File: src/cpu_pkg.sv
`default_nettype none

package cpu_pkg;

  localparam int XLEN = 32;
  localparam logic [XLEN-1:0] RESET_PC = 32'h0000_0000;

  // Major opcodes
  localparam logic [6:0] OPC_LOAD   = 7'b000_0011;
  localparam logic [6:0] OPC_STORE  = 7'b010_0011;
  localparam logic [6:0] OPC_OP_IMM = 7'b001_0011;
  localparam logic [6:0] OPC_LUI    = 7'b011_0111;
  localparam logic [6:0] OPC_SYSTEM = 7'b111_0011;

  // Access width and signedness
  localparam logic [2:0] F3_B    = 3'b000;
  localparam logic [2:0] F3_H    = 3'b001;
  localparam logic [2:0] F3_W    = 3'b010;
  localparam logic [2:0] F3_BU   = 3'b100;
  localparam logic [2:0] F3_HU   = 3'b101;
  localparam logic [2:0] F3_ADDI = 3'b000;

  localparam logic [31:0] INSTR_EBREAK = 32'h0010_0073;

  typedef enum logic [3:0] {
    OP_LB, OP_LH, OP_LW, OP_LBU, OP_LHU,
    OP_SB, OP_SH, OP_SW,
    OP_ADDI, OP_LUI, OP_EBREAK, OP_ILLEGAL
  } op_e;

  typedef enum logic [1:0] {
    SZ_BYTE, SZ_HALF, SZ_WORD
  } size_e;

  typedef enum logic [1:0] {
    PH_FETCH, PH_EXEC, PH_HALT
  } phase_e;

endpackage

`default_nettype wire

File: src/instr_decoder.sv
`default_nettype none

module instr_decoder import cpu_pkg::*; (
  input  wire [31:0]  i_ir,
  output op_e         o_op,
  output logic [4:0]  o_rd,
  output logic [4:0]  o_rs1,
  output logic [4:0]  o_rs2,
  output logic [31:0] o_imm
);

  logic [6:0]  w_opcode;
  logic [2:0]  w_funct3;
  logic [31:0] w_imm_i;
  logic [31:0] w_imm_s;
  logic [31:0] w_imm_u;

  assign w_opcode = i_ir[6:0];
  assign w_funct3 = i_ir[14:12];

  assign o_rd  = i_ir[11:7];
  assign o_rs1 = i_ir[19:15];
  assign o_rs2 = i_ir[24:20];

  assign w_imm_i = {{20{i_ir[31]}}, i_ir[31:20]};
  assign w_imm_s = {{20{i_ir[31]}}, i_ir[31:25], i_ir[11:7]};
  assign w_imm_u = {i_ir[31:12], 12'h000};

  always_comb begin
    o_op  = OP_ILLEGAL;
    o_imm = w_imm_i;  // Loads and ADDI
    case (w_opcode)
      OPC_LOAD: begin
        case (w_funct3)
          F3_B:    o_op = OP_LB;
          F3_H:    o_op = OP_LH;
          F3_W:    o_op = OP_LW;
          F3_BU:   o_op = OP_LBU;
          F3_HU:   o_op = OP_LHU;
          default: o_op = OP_ILLEGAL;
        endcase
      end
      OPC_STORE: begin
        o_imm = w_imm_s;
        case (w_funct3)
          F3_B:    o_op = OP_SB;
          F3_H:    o_op = OP_SH;
          F3_W:    o_op = OP_SW;
          default: o_op = OP_ILLEGAL;
        endcase
      end
      OPC_OP_IMM: begin
        if (w_funct3 == F3_ADDI) begin
          o_op = OP_ADDI;
        end
      end
      OPC_LUI: begin
        o_op  = OP_LUI;
        o_imm = w_imm_u;
      end
      OPC_SYSTEM: begin
        if (i_ir == INSTR_EBREAK) begin
          o_op = OP_EBREAK;
        end
      end
      default: o_op = OP_ILLEGAL;  // Halts the core
    endcase
  end

endmodule

`default_nettype wire

File: src/reg_file.sv
`default_nettype none

module reg_file import cpu_pkg::*; (
  input  wire             i_clk,
  input  wire             i_arst_n,
  input  wire [4:0]       i_rs1_idx,
  input  wire [4:0]       i_rs2_idx,
  input  wire [4:0]       i_rd_idx,
  input  wire             i_we,
  input  wire [XLEN-1:0]  i_wdata,
  output logic [XLEN-1:0] o_rs1_val,
  output logic [XLEN-1:0] o_rs2_val
);

  logic [XLEN-1:0] r_regs [32];

  always_ff @(posedge i_clk or negedge i_arst_n) begin
    if (!i_arst_n) begin
      for (int i = 0; i < 32; i++) begin
        r_regs[i] <= '0;
      end
    end else if (i_we && (i_rd_idx != 5'd0)) begin  // x0 never written
      r_regs[i_rd_idx] <= i_wdata;
    end
  end

  // Asynchronous read ports
  assign o_rs1_val = r_regs[i_rs1_idx];
  assign o_rs2_val = r_regs[i_rs2_idx];

endmodule

`default_nettype wire

File: src/load_store.sv
`default_nettype none

module load_store import cpu_pkg::*; (
  input  wire             i_clk,
  input  wire             i_arst_n,
  input  wire phase_e     i_phase,
  input  wire op_e        i_op,
  input  wire [XLEN-1:0]  i_rs1_val,
  input  wire [XLEN-1:0]  i_rs2_val,
  input  wire [XLEN-1:0]  i_imm,
  input  wire [XLEN-1:0]  i_pc,
  input  wire             i_start_fetch,
  input  wire             i_bus_done,
  input  wire [XLEN-1:0]  i_bus_rdata,
  output logic            o_bus_req,
  output logic            o_bus_we,
  output size_e           o_bus_size,
  output logic [XLEN-1:0] o_bus_addr,
  output logic [XLEN-1:0] o_bus_wdata,
  output logic [XLEN-1:0] o_load_value,
  output logic            o_load_valid,
  output logic [XLEN-1:0] o_ir_value,
  output logic            o_ir_valid,
  output logic            o_ls_done
);

  typedef enum logic {
    LS_READY,
    LS_WAITING
  } ls_state_e;

  ls_state_e       r_state;
  logic            r_first_fetch;  // Fetch at PC after reset without a start pulse
  logic            r_data_issued;  // Data access already sent for this instruction
  logic            w_is_load;
  logic            w_is_store;
  size_e           w_data_size;
  logic [XLEN-1:0] w_store_data;
  logic [XLEN-1:0] w_load_ext;
  logic            w_fetch_go;
  logic            w_data_go;
  logic            w_done;

  always_comb begin
    w_is_load    = 1'b0;
    w_is_store   = 1'b0;
    w_data_size  = SZ_WORD;
    w_store_data = i_rs2_val;
    w_load_ext   = i_bus_rdata;
    case (i_op)
      OP_LB: begin
        w_is_load   = 1'b1;
        w_data_size = SZ_BYTE;
        w_load_ext  = {{24{i_bus_rdata[7]}}, i_bus_rdata[7:0]};
      end
      OP_LBU: begin
        w_is_load   = 1'b1;
        w_data_size = SZ_BYTE;
        w_load_ext  = {24'h00_0000, i_bus_rdata[7:0]};
      end
      OP_LH: begin
        w_is_load   = 1'b1;
        w_data_size = SZ_HALF;
        w_load_ext  = {{16{i_bus_rdata[15]}}, i_bus_rdata[15:0]};
      end
      OP_LHU: begin
        w_is_load   = 1'b1;
        w_data_size = SZ_HALF;
        w_load_ext  = {16'h0000, i_bus_rdata[15:0]};
      end
      OP_LW:  w_is_load = 1'b1;
      OP_SB: begin
        w_is_store   = 1'b1;
        w_data_size  = SZ_BYTE;
        w_store_data = {24'h00_0000, i_rs2_val[7:0]};
      end
      OP_SH: begin
        w_is_store   = 1'b1;
        w_data_size  = SZ_HALF;
        w_store_data = {16'h0000, i_rs2_val[15:0]};
      end
      OP_SW:  w_is_store = 1'b1;
      default: ;
    endcase
  end

  assign w_fetch_go = (i_phase == PH_FETCH) && (r_state == LS_READY) &&
                      (i_start_fetch || r_first_fetch);
  assign w_data_go  = (i_phase == PH_EXEC) && (r_state == LS_READY) && !r_data_issued &&
                      (w_is_load || w_is_store);
  assign w_done     = (r_state == LS_WAITING) && i_bus_done;

  // Store completes in the cycle the bus answers
  assign o_ls_done = (i_phase == PH_EXEC) && w_is_store && w_done;

  always_ff @(posedge i_clk or negedge i_arst_n) begin
    if (!i_arst_n) begin
      r_state       <= LS_READY;
      r_first_fetch <= 1'b1;
      r_data_issued <= 1'b0;
      o_bus_req     <= 1'b0;
      o_bus_we      <= 1'b0;
      o_ir_valid    <= 1'b0;
      o_load_valid  <= 1'b0;
    end else begin
      o_bus_req    <= 1'b0;
      o_ir_valid   <= 1'b0;
      o_load_valid <= 1'b0;
      if (i_phase != PH_EXEC) begin
        r_data_issued <= 1'b0;
      end
      if (w_fetch_go) begin
        r_first_fetch <= 1'b0;
        o_bus_req     <= 1'b1;
        o_bus_we      <= 1'b0;
        r_state       <= LS_WAITING;
      end else if (w_data_go) begin
        r_data_issued <= 1'b1;
        o_bus_req     <= 1'b1;
        o_bus_we      <= w_is_store;
        r_state       <= LS_WAITING;
      end else if (w_done) begin
        r_state <= LS_READY;
        if (i_phase == PH_FETCH) begin
          o_ir_valid <= 1'b1;
        end else if (w_is_load) begin
          o_load_valid <= 1'b1;
        end
      end
    end
  end

  // Request payload, held until done
  always_ff @(posedge i_clk) begin
    if (w_fetch_go) begin
      o_bus_size  <= SZ_WORD;
      o_bus_addr  <= i_pc;
      o_bus_wdata <= '0;
    end else if (w_data_go) begin
      o_bus_size  <= w_data_size;
      o_bus_addr  <= i_rs1_val + i_imm;
      o_bus_wdata <= w_store_data;
    end
    if (w_done) begin
      if (i_phase == PH_FETCH) begin
        o_ir_value <= i_bus_rdata;
      end else begin
        o_load_value <= w_load_ext;
      end
    end
  end

endmodule

`default_nettype wire

File: src/wb_master.sv
`default_nettype none

module wb_master import cpu_pkg::*; (
  input  wire             i_clk,
  input  wire             i_arst_n,
  input  wire             i_req,
  input  wire             i_we,
  input  wire size_e      i_size,
  input  wire [XLEN-1:0]  i_addr,
  input  wire [XLEN-1:0]  i_wdata,
  input  wire [XLEN-1:0]  i_wb_dat,
  input  wire             i_wb_ack,
  output logic            o_done,
  output logic [XLEN-1:0] o_rdata,
  output logic            o_wb_cyc,
  output logic            o_wb_stb,
  output logic            o_wb_we,
  output logic [XLEN-1:0] o_wb_adr,
  output logic [3:0]      o_wb_sel,
  output logic [XLEN-1:0] o_wb_dat
);

  typedef enum logic {
    WB_IDLE,
    WB_BUSY
  } wb_state_e;

  wb_state_e       r_state;
  logic [1:0]      r_lane;  // Byte offset of the current access
  logic [3:0]      w_sel;
  logic [XLEN-1:0] w_wdat;
  logic            w_start;
  logic            w_ack;

  assign w_start = (r_state == WB_IDLE) && i_req;
  assign w_ack   = (r_state == WB_BUSY) && i_wb_ack;

  always_comb begin
    case (i_size)
      SZ_BYTE: w_sel = 4'b0001 << i_addr[1:0];
      SZ_HALF: w_sel = 4'b0011 << i_addr[1:0];
      default: w_sel = 4'b1111;
    endcase
  end

  assign w_wdat = i_wdata << {i_addr[1:0], 3'b000};  // Move store data onto its lanes

  always_ff @(posedge i_clk or negedge i_arst_n) begin
    if (!i_arst_n) begin
      r_state  <= WB_IDLE;
      o_wb_cyc <= 1'b0;
      o_wb_stb <= 1'b0;
      o_wb_we  <= 1'b0;
      o_done   <= 1'b0;
    end else begin
      o_done <= 1'b0;
      if (w_start) begin
        o_wb_cyc <= 1'b1;
        o_wb_stb <= 1'b1;
        o_wb_we  <= i_we;
        r_state  <= WB_BUSY;
      end else if (w_ack) begin
        o_wb_cyc <= 1'b0;  // Cycle ends the cycle after ack
        o_wb_stb <= 1'b0;
        o_wb_we  <= 1'b0;
        o_done   <= 1'b1;
        r_state  <= WB_IDLE;
      end
    end
  end

  always_ff @(posedge i_clk) begin
    if (w_start) begin
      o_wb_adr <= {i_addr[XLEN-1:2], 2'b00};
      o_wb_sel <= w_sel;
      o_wb_dat <= w_wdat;
      r_lane   <= i_addr[1:0];
    end
    if (w_ack) begin
      o_rdata <= i_wb_dat >> {r_lane, 3'b000};  // Read data down to bit 0
    end
  end

endmodule

`default_nettype wire

File: src/core_control.sv
`default_nettype none

module core_control import cpu_pkg::*; (
  input  wire             i_clk,
  input  wire             i_arst_n,
  input  wire op_e        i_op,
  input  wire [XLEN-1:0]  i_imm,
  input  wire [XLEN-1:0]  i_rs1_val,
  input  wire [XLEN-1:0]  i_ir_value,
  input  wire             i_ir_valid,
  input  wire             i_load_valid,
  input  wire [XLEN-1:0]  i_load_value,
  input  wire             i_ls_done,
  output phase_e          o_phase,
  output logic [XLEN-1:0] o_pc,
  output logic [XLEN-1:0] o_ir,
  output logic            o_start_fetch,
  output logic            o_rd_we,
  output logic [XLEN-1:0] o_rd_wdata,
  output logic            o_halted
);

  logic w_is_alu;
  logic w_is_load;
  logic w_is_store;
  logic w_is_halt;
  logic w_retire;  // Instruction finishes this cycle

  assign w_is_alu   = (i_op == OP_ADDI) || (i_op == OP_LUI);
  assign w_is_load  = (i_op == OP_LB) || (i_op == OP_LH) || (i_op == OP_LW) ||
                      (i_op == OP_LBU) || (i_op == OP_LHU);
  assign w_is_store = (i_op == OP_SB) || (i_op == OP_SH) || (i_op == OP_SW);
  assign w_is_halt  = (i_op == OP_EBREAK) || (i_op == OP_ILLEGAL);

  assign w_retire = (o_phase == PH_EXEC) &&
                    (w_is_alu || (w_is_load && i_load_valid) || (w_is_store && i_ls_done));
  assign o_rd_we  = (o_phase == PH_EXEC) && (w_is_alu || (w_is_load && i_load_valid));
  assign o_halted = (o_phase == PH_HALT);

  always_comb begin
    case (i_op)
      OP_ADDI: o_rd_wdata = i_rs1_val + i_imm;
      OP_LUI:  o_rd_wdata = i_imm;  // Already shifted by the decoder
      default: o_rd_wdata = i_load_value;
    endcase
  end

  always_ff @(posedge i_clk or negedge i_arst_n) begin
    if (!i_arst_n) begin
      o_phase       <= PH_FETCH;
      o_pc          <= RESET_PC;
      o_start_fetch <= 1'b0;
    end else begin
      o_start_fetch <= 1'b0;
      case (o_phase)
        PH_FETCH: begin
          if (i_ir_valid) begin
            o_phase <= PH_EXEC;
          end
        end
        PH_EXEC: begin
          if (w_is_halt) begin
            o_phase <= PH_HALT;
          end else if (w_retire) begin
            o_phase       <= PH_FETCH;
            o_pc          <= o_pc + 32'd4;
            o_start_fetch <= 1'b1;
          end
        end
        default: ;  // Stays halted until reset
      endcase
    end
  end

  always_ff @(posedge i_clk) begin
    if ((o_phase == PH_FETCH) && i_ir_valid) begin
      o_ir <= i_ir_value;
    end
  end

endmodule

`default_nettype wire

File: src/ls_core_top.sv
`default_nettype none

module ls_core_top import cpu_pkg::*; (
  input  wire             i_clk,
  input  wire             i_arst_n,
  output logic            o_wb_cyc,
  output logic            o_wb_stb,
  output logic            o_wb_we,
  output logic [XLEN-1:0] o_wb_adr,
  output logic [3:0]      o_wb_sel,
  output logic [XLEN-1:0] o_wb_dat,
  input  wire [XLEN-1:0]  i_wb_dat,
  input  wire             i_wb_ack,
  output logic            o_halted
);

  phase_e          w_phase;
  op_e             w_op;
  size_e           w_bus_size;
  logic [XLEN-1:0] w_pc;
  logic [XLEN-1:0] w_ir;
  logic [XLEN-1:0] w_imm;
  logic [4:0]      w_rd;
  logic [4:0]      w_rs1;
  logic [4:0]      w_rs2;
  logic [XLEN-1:0] w_rs1_val;
  logic [XLEN-1:0] w_rs2_val;
  logic            w_rd_we;
  logic [XLEN-1:0] w_rd_wdata;
  logic            w_start_fetch;
  logic            w_bus_req;
  logic            w_bus_we;
  logic [XLEN-1:0] w_bus_addr;
  logic [XLEN-1:0] w_bus_wdata;
  logic            w_bus_done;
  logic [XLEN-1:0] w_bus_rdata;
  logic [XLEN-1:0] w_load_value;
  logic            w_load_valid;
  logic [XLEN-1:0] w_ir_value;
  logic            w_ir_valid;
  logic            w_ls_done;

  instr_decoder u_decoder (
    .i_ir (w_ir), .o_op (w_op), .o_rd (w_rd), .o_rs1 (w_rs1), .o_rs2 (w_rs2), .o_imm (w_imm)
  );

  reg_file u_regs (
    .i_clk     (i_clk),      .i_arst_n  (i_arst_n),
    .i_rs1_idx (w_rs1),      .i_rs2_idx (w_rs2),     .i_rd_idx (w_rd),
    .i_we      (w_rd_we),    .i_wdata   (w_rd_wdata),
    .o_rs1_val (w_rs1_val),  .o_rs2_val (w_rs2_val)
  );

  load_store u_lsu (
    .i_clk        (i_clk),        .i_arst_n     (i_arst_n),
    .i_phase      (w_phase),      .i_op         (w_op),
    .i_rs1_val    (w_rs1_val),    .i_rs2_val    (w_rs2_val),
    .i_imm        (w_imm),        .i_pc         (w_pc),
    .i_start_fetch(w_start_fetch),
    .i_bus_done   (w_bus_done),   .i_bus_rdata  (w_bus_rdata),
    .o_bus_req    (w_bus_req),    .o_bus_we     (w_bus_we),
    .o_bus_size   (w_bus_size),   .o_bus_addr   (w_bus_addr),
    .o_bus_wdata  (w_bus_wdata),
    .o_load_value (w_load_value), .o_load_valid (w_load_valid),
    .o_ir_value   (w_ir_value),   .o_ir_valid   (w_ir_valid),
    .o_ls_done    (w_ls_done)
  );

  wb_master u_wb (
    .i_clk    (i_clk),       .i_arst_n (i_arst_n),
    .i_req    (w_bus_req),   .i_we     (w_bus_we),    .i_size  (w_bus_size),
    .i_addr   (w_bus_addr),  .i_wdata  (w_bus_wdata),
    .i_wb_dat (i_wb_dat),    .i_wb_ack (i_wb_ack),
    .o_done   (w_bus_done),  .o_rdata  (w_bus_rdata),
    .o_wb_cyc (o_wb_cyc),    .o_wb_stb (o_wb_stb),    .o_wb_we (o_wb_we),
    .o_wb_adr (o_wb_adr),    .o_wb_sel (o_wb_sel),    .o_wb_dat (o_wb_dat)
  );

  core_control u_ctrl (
    .i_clk        (i_clk),        .i_arst_n     (i_arst_n),
    .i_op         (w_op),         .i_imm        (w_imm),
    .i_rs1_val    (w_rs1_val),
    .i_ir_value   (w_ir_value),   .i_ir_valid   (w_ir_valid),
    .i_load_valid (w_load_valid), .i_load_value (w_load_value),
    .i_ls_done    (w_ls_done),
    .o_phase      (w_phase),      .o_pc         (w_pc),
    .o_ir         (w_ir),         .o_start_fetch(w_start_fetch),
    .o_rd_we      (w_rd_we),      .o_rd_wdata   (w_rd_wdata),
    .o_halted     (o_halted)
  );

endmodule

`default_nettype wire

File: config.mk
export PLATFORM = sky130hd
export DESIGN_NAME = ls_core_top
export DESIGN_NICKNAME = d
export VERILOG_FILES = /design/src/cpu_pkg.sv /design/src/instr_decoder.sv /design/src/reg_file.sv /design/src/load_store.sv /design/src/wb_master.sv /design/src/core_control.sv /design/src/ls_core_top.sv
export SDC_FILE = /design/constraint.sdc
export NUM_CORES = 2
export LEC_CHECK = 0
export BUFFER_PORTS_ARGS = -buffer_cell sky130_fd_sc_hd__buf_2
export CORE_UTILIZATION = 30
export DETAILED_ROUTE_END_ITERATION = 8
export SETUP_SLACK_MARGIN = 0.02
export SKIP_LAST_GASP = 1
export SYNTH_ARGS = -nofsm -noshare
export SYNTH_HDL_FRONTEND = slang
export SYNTH_SLANG_ARGS = --single-unit
File: constraint.sdc
create_clock -name i_clk -period 10.4 [get_ports i_clk]
set_input_delay 2.6 -clock i_clk [delete_from_list [all_inputs] [get_ports i_clk]]
set_output_delay 2.6 -clock i_clk [all_outputs]
set_load 0.05 [all_outputs]
Word-level counts from Yosys, hierarchy flattened
Index checks and enable logic that the tools add are counted.
{"block": "op_classes", "reduce_logical": 47, "order_cmp": 4, "muxes": 55, "bitwise_logic": 7, "shift": 4, "n_eq_ne": 27, "n_addsub": 2}
{"cell": "$bwmux W1024", "n": 1}
{"cell": "$bmux W32 S5", "n": 2}
{"cell": "$mux W32", "n": 7}
{"cell": "$demux W32 S5", "n": 1}
{"cell": "$pmux W32 S2", "n": 2}
{"cell": "$pmux W32 S4", "n": 1}
{"cell": "$pmux W31 S2", "n": 1}
{"cell": "$pmux W4 S5", "n": 2}
{"cell": "$add A32 B3 Y32 const B", "n": 1}
{"cell": "$add A32 B32 Y32", "n": 1}
{"cell": "$eq A32 B21 Y1 const B", "n": 1}
{"cell": "$shl A32 B5 Y32", "n": 1}
{"cell": "$shr A32 B5 Y32", "n": 1}
{"cell": "$mux W1", "n": 30}
{"cell": "$ge A6 B6 Y1 const B", "n": 3}
{"cell": "$not A5 Y6", "n": 3}
{"cell": "$logic_and A1 B1 Y1", "n": 17}
{"cell": "$eq A4 B3 Y1 const B", "n": 4}
{"cell": "$eq A4 B4 Y1 const B", "n": 4}
{"cell": "$eq A7 B6 Y1 const B", "n": 2}
{"cell": "$logic_or A1 B1 Y1", "n": 12}
{"cell": "$pmux W4 S3", "n": 1}
{"cell": "$reduce_or A3 Y1", "n": 3}
{"cell": "$eq A4 B2 Y1 const B", "n": 2}
{"cell": "other kinds (29)", "n": 43}
{"block": "word_totals", "word_cells": 202, "in_bits": 35, "reg_bits": 1331, "out_inout_bits": 72}

Longest topological paths before layout
{"block": "depth", "depth_word": 15, "ltp_mapped": 24, "mapped_depth_nobuf": 18}

Modules after synthesis
A second synthesis with hierarchy kept.
{"block": "hier_totals", "hier_cells": 6033, "area_unflattened_um2": 72166.7}
{"module": "reg_file", "instances": 1, "seq_area_each_um2": 25624.6, "area_each_um2": 55942.4, "cells_per_inst": 4601}
{"module": "load_store", "instances": 1, "seq_area_each_um2": 3739.8, "area_each_um2": 6670.1, "cells_per_inst": 580}
{"module": "core_control", "instances": 1, "seq_area_each_um2": 1786.7, "area_each_um2": 4611.9, "cells_per_inst": 506}
{"module": "wb_master", "instances": 1, "seq_area_each_um2": 3078.0, "area_each_um2": 4297.9, "cells_per_inst": 253}
{"module": "instr_decoder", "instances": 1, "seq_area_each_um2": 0.0, "area_each_um2": 644.4, "cells_per_inst": 93}

Worst setup path after synthesis
Ideal clock, no wire load.
{"block": "synth_timing", "path_type": "reg2reg", "startpoint": "register u_ctrl.o_ir[15]", "endpoint": "register u_regs.r_regs[989] in the netlist's numbering", "setup_slack_ps": 5100, "setup_time_ps": 136, "arrival_ps": 5164, "period_less_slack_ps": 5300, "stages_incl_launch_ff": 20, "required_time_ps": 10264, "path_buffers": 5, "cell_sequence": "edfxtp_1 clkbuf_1 buf_2 buf_2 buf_1 mux4_2 mux4_2 nand2_1 o31ai_1 ha_1 nand2_1 nor3b_1 o21ai_1 a2111oi_0 nor4_2 o21ai_0 xor2_1 a222oi_1 clkbuf_1 o21ai_0"}
{"block": "synth_via", "elab_chain_cells": 12, "elab_cells_between_ends": 27, "classes_between": "1 x add/sub; 7 x eq/ne; 8 x mux; 1 x bitwise; 10 x reduce/logical"}
{"item": "start: declaration", "line_no": "core_control.sv:16", "text": "output logic [XLEN-1:0] o_ir,"}
{"item": "start signal: assignment", "line_no": "core_control.sv:77", "text": "o_ir <= i_ir_value;"}
{"item": "parallel branches: the longest is 12 deep, another holds $add A32 B32 Y32"}
{"item": "end signal: indexed assignment", "line_no": "reg_file.sv:23", "text": "r_regs[i_rd_idx] <= i_wdata;"}
{"item": "end: declaration", "line_no": "reg_file.sv:15", "text": "logic [XLEN-1:0] r_regs [32];"}
Parallel ways; which one is timed is not known. The select of a mux whose other input is x is not followed.
A chain may end at the register's enable or synchronous reset.

Worst setup path in the final report
{"block": "layout_timing", "startpoint": "register u_ctrl.o_ir[17]", "endpoint": "register u_regs.r_regs[92] in the netlist's numbering"}
Same word-level chain as after synthesis.

==> results.md <==
- Status: finished clean
- Min-delay worst type: register to register
- Skew final: 0.0362 ns
- CP bufs+invs: 4
- First DRT Iteration DRCs: around 6400
- Clock latency on the worst-skew pair: 0.79 ns
- Critical Path AT: 7.58 ns
- GR Overflow Total: 0
- PwrDens: 138 nW/um^2
- Worst slack, placed: about 3.7 ns
- Synth top area share: 40.1%
- Layout net count: 5757
- Final Hold Fails: 0
- Slew HR: 15.3%
- Starting density of the core: a little under a third
- Vias: ~49000
- Synth cell count leaders: 1066 x dfrtp_1, 721 x nand2_1, 638 x nor2_1
- Via-to-Cell Ratio: roughly 5.6
- Critical-path top delay cell: o31ai_1
- Register area share after synthesis: 51.5%
- CTS Sinks: between 1000 and 1500
- Vias in the first global route: 48000
- Syn. warnings: 0
- Max Cap Viol: 0
- Post-synth EDFFs: 228
- Slowest stage delay, CP: 0.69 ns
- Largest net degree at the start of global routing: 166
- First drt pass iteration count: 6
- Die outline area: around 220000 um^2
- Die Y: 473 um
- Number of I/O port buffers: about 100
- Mapped cell area: 66500 um^2
- Data required time of the worst path: around 11 ns
- CTS tree: built
- Max Fclk: 0.143 GHz
- Count leader, synth: dfrtp_1
- Period utilization: 67.0%
- Cell taking the most area after synthesis: dfrtp_1
- Top delay family on crit path: compound AO/OA/AOI/OAI gates
- Async SR Flop Fraction: 80.3%
- CTS Hold Buffers Added: 0
- GRT Resource Usage Total: 19.3%
- Worst-path fanout max: 31
- Setup TNS: 0 ns
- Syn Area/Cell: 11.5 um^2
- Post-CTS Setup Bufs: 0
- # rows: 172
- Final Wtd Congestion: 0.946
- Hpwl dp: 137 mm
- Post-synth top flop: dfrtp_1
- DRC errors left: 0
- Longest Clk Path Bufs: 3
- CORE AREA: roughly 220000 um^2
- Wirelength per Cell: between 20 and 25 um
- Die width: roughly 470 um
- Clock tree root driver cell: clkbuf_16
- CP most frequent cell: a21oi_1
- CP Cell Sequence: inv_1, nand2_1, buf_4, o221ai_1, o22ai_1, o31ai_1, ha_1, inv_1, fa_1, nor2b_1, o21bai_1, a21bo_2, a21oi_1, o2111ai_1, a21oi_1, xor2_1, a222oi_1, buf_4, a21oi_1
- Leakage: a little over 0.03 uW
- Startpoint Class: register
- Num CTS Buffers: 137
- Top-Level Pins: ~110
- First-pass GRT wire length: 324 mm
- Tightest Pin Transition: 1.27 ns
- Cell variety after synth: 73
- CTS clk-pin slew, worst paths: 0.06 ns
- Synthesis-stage register bit count: 1329
- # setup viols final: 0
- Setup ws final: 3.43 ns
- Hold depth: 0
- Area added between synthesis and finish: 12.5%
- H-tree depth: 4
- Initial antenna violation count: 13
- Top post-synthesis cells by area: dfrtp_1 40%, mux4_2 18%, edfxtp_1 10%, a21oi_1 4.5%, o21ai_0 4.1%
- Peak VDD IR: 0.167 mV
- Share of cells above drive strength 1: 20.4%
- Final min period: 6.97 ns
- Reg2reg path depth: 19
- RSZ-0062 raised after global routing: false
- Resize count post-CTS: 0
- Crit path depth: 19
- Setup Crit Path Kind: register to register
- Cells after Synth: 5793
- Slew Limit Fails: 0
- Setup crit end kind: register
- Total wire length: 218 mm
- Antenna Violating Nets Remaining: 0
[worst paths after layout]
kind                                       from  slack, ns                 end
max                             u_ctrl.o_ir[17]       3.43   u_regs.r_regs[92]
min                        u_lsu.o_ir_value[30]       0.39     u_ctrl.o_ir[30]
max reg2reg                     u_ctrl.o_ir[17]       3.43   u_regs.r_regs[92]
min reg2reg                u_lsu.o_ir_value[30]       0.39     u_ctrl.o_ir[30]
max in group asynchronous              i_arst_n       6.32  u_regs.r_regs[584]
min in group asynchronous              i_arst_n       1.82  u_regs.r_regs[534]
[cell families after synthesis]
group                    after synthesis  share of synthesized area, %
AO/OA/AOI/OAI                       1433                          11.8
XOR/XNOR                              57                         0.751
adder cells (fa/ha/maj)               33                         0.632
buffers and inverters                561                          3.47
flip-flops                          1329                          51.5
multiplexers                         765                          21.8
other                                  1                       0.00564
AND/OR/NAND/NOR                     1614                          10.1
[area by class of cell]
type / count / area, um^2
Clock inverter: 52 / 504
Tap cell: 2958 / 3700
Sequential cell: 1329 / 34200
Inverter: 27 / 101
Antenna cell: 1 / 2.50
Clock buffer: 191 / 3920
Fill cell: 21700 / 145000
Multi-Input combinational cell: 3904 / 30300
Timing Repair Buffer: 290 / 2050
[placed cells by master (no fill, tap or decap), types with 20 or more instances in the layout]
cell type	instances
dfrtp_1	1066
nand2_1	721
nor2_1	623
a21oi_1	586
o21ai_0	545
mux4_2	538
edfxtp_1	228
buf_4	176
mux2i_1	167
clkbuf_16	141
buf_2	103
mux2_2	60
nor2b_1	43
nand3_1	42
xnor2_1	42
o21ai_1	38
a21o_1	36
a31oi_1	35
nor3_1	35
a211oi_1	35
dfxtp_1	34
ha_1	32
clkbuf_1	30
inv_1	26
a221oi_1	25
and2_1	24
clkinv_2	24
o22ai_1	22
clkbuf_8	20
[metal layers]
metal / GRT usage (%) / share of wire (%)
met1: 26.2 / 40
met2: 29.7 / 46
met3: 4.19 / 9.7
met4: 8.42 / 4.5
met5: 0 / 0.021
[registers in the layout (all words and copies together) (netlist names), 2 cells and up]
signal / count
u_lsu.o_ir_value: 32
u_lsu.o_bus_addr: 32
u_lsu.o_bus_size: 2
u_wb.o_rdata: 32
u_wb.o_wb_sel: 4
u_wb.o_wb_adr: 30
u_ctrl.o_ir: 32
u_regs.r_regs: 1024
u_ctrl.o_pc: 30
u_lsu.o_load_value: 32
u_ctrl.o_phase: 2
u_lsu.o_bus_wdata: 32
u_wb.r_lane: 2
u_wb.o_wb_dat: 32
[metrics by stage]
step	hold slack (ns)	instances	cell area [um^2]	util (%)	power [uW]
finish	0.385	8752	74800	34.0	10300
global route	0.406	8751	74800	34.0	10600
CTS	0.396	8751	74800	34.0	10400
detailed placement	0.382	8508	70400	32.0	5490
global placement	0.377	8508	70400	32.0	5480
floorplan	0.400	5794	66500	-	5380
[power by group]
| group | total [uW] | switching, uW | internal [uW] |
|---|---|---|---|
| Combinational | 104 | 90.9 | 12.9 |
| Clock | 4940 | 2130 | 2810 |
| Sequential | 5280 | 0 | 5280 |
No activity file was read; power rests on OpenSTA's default activity.
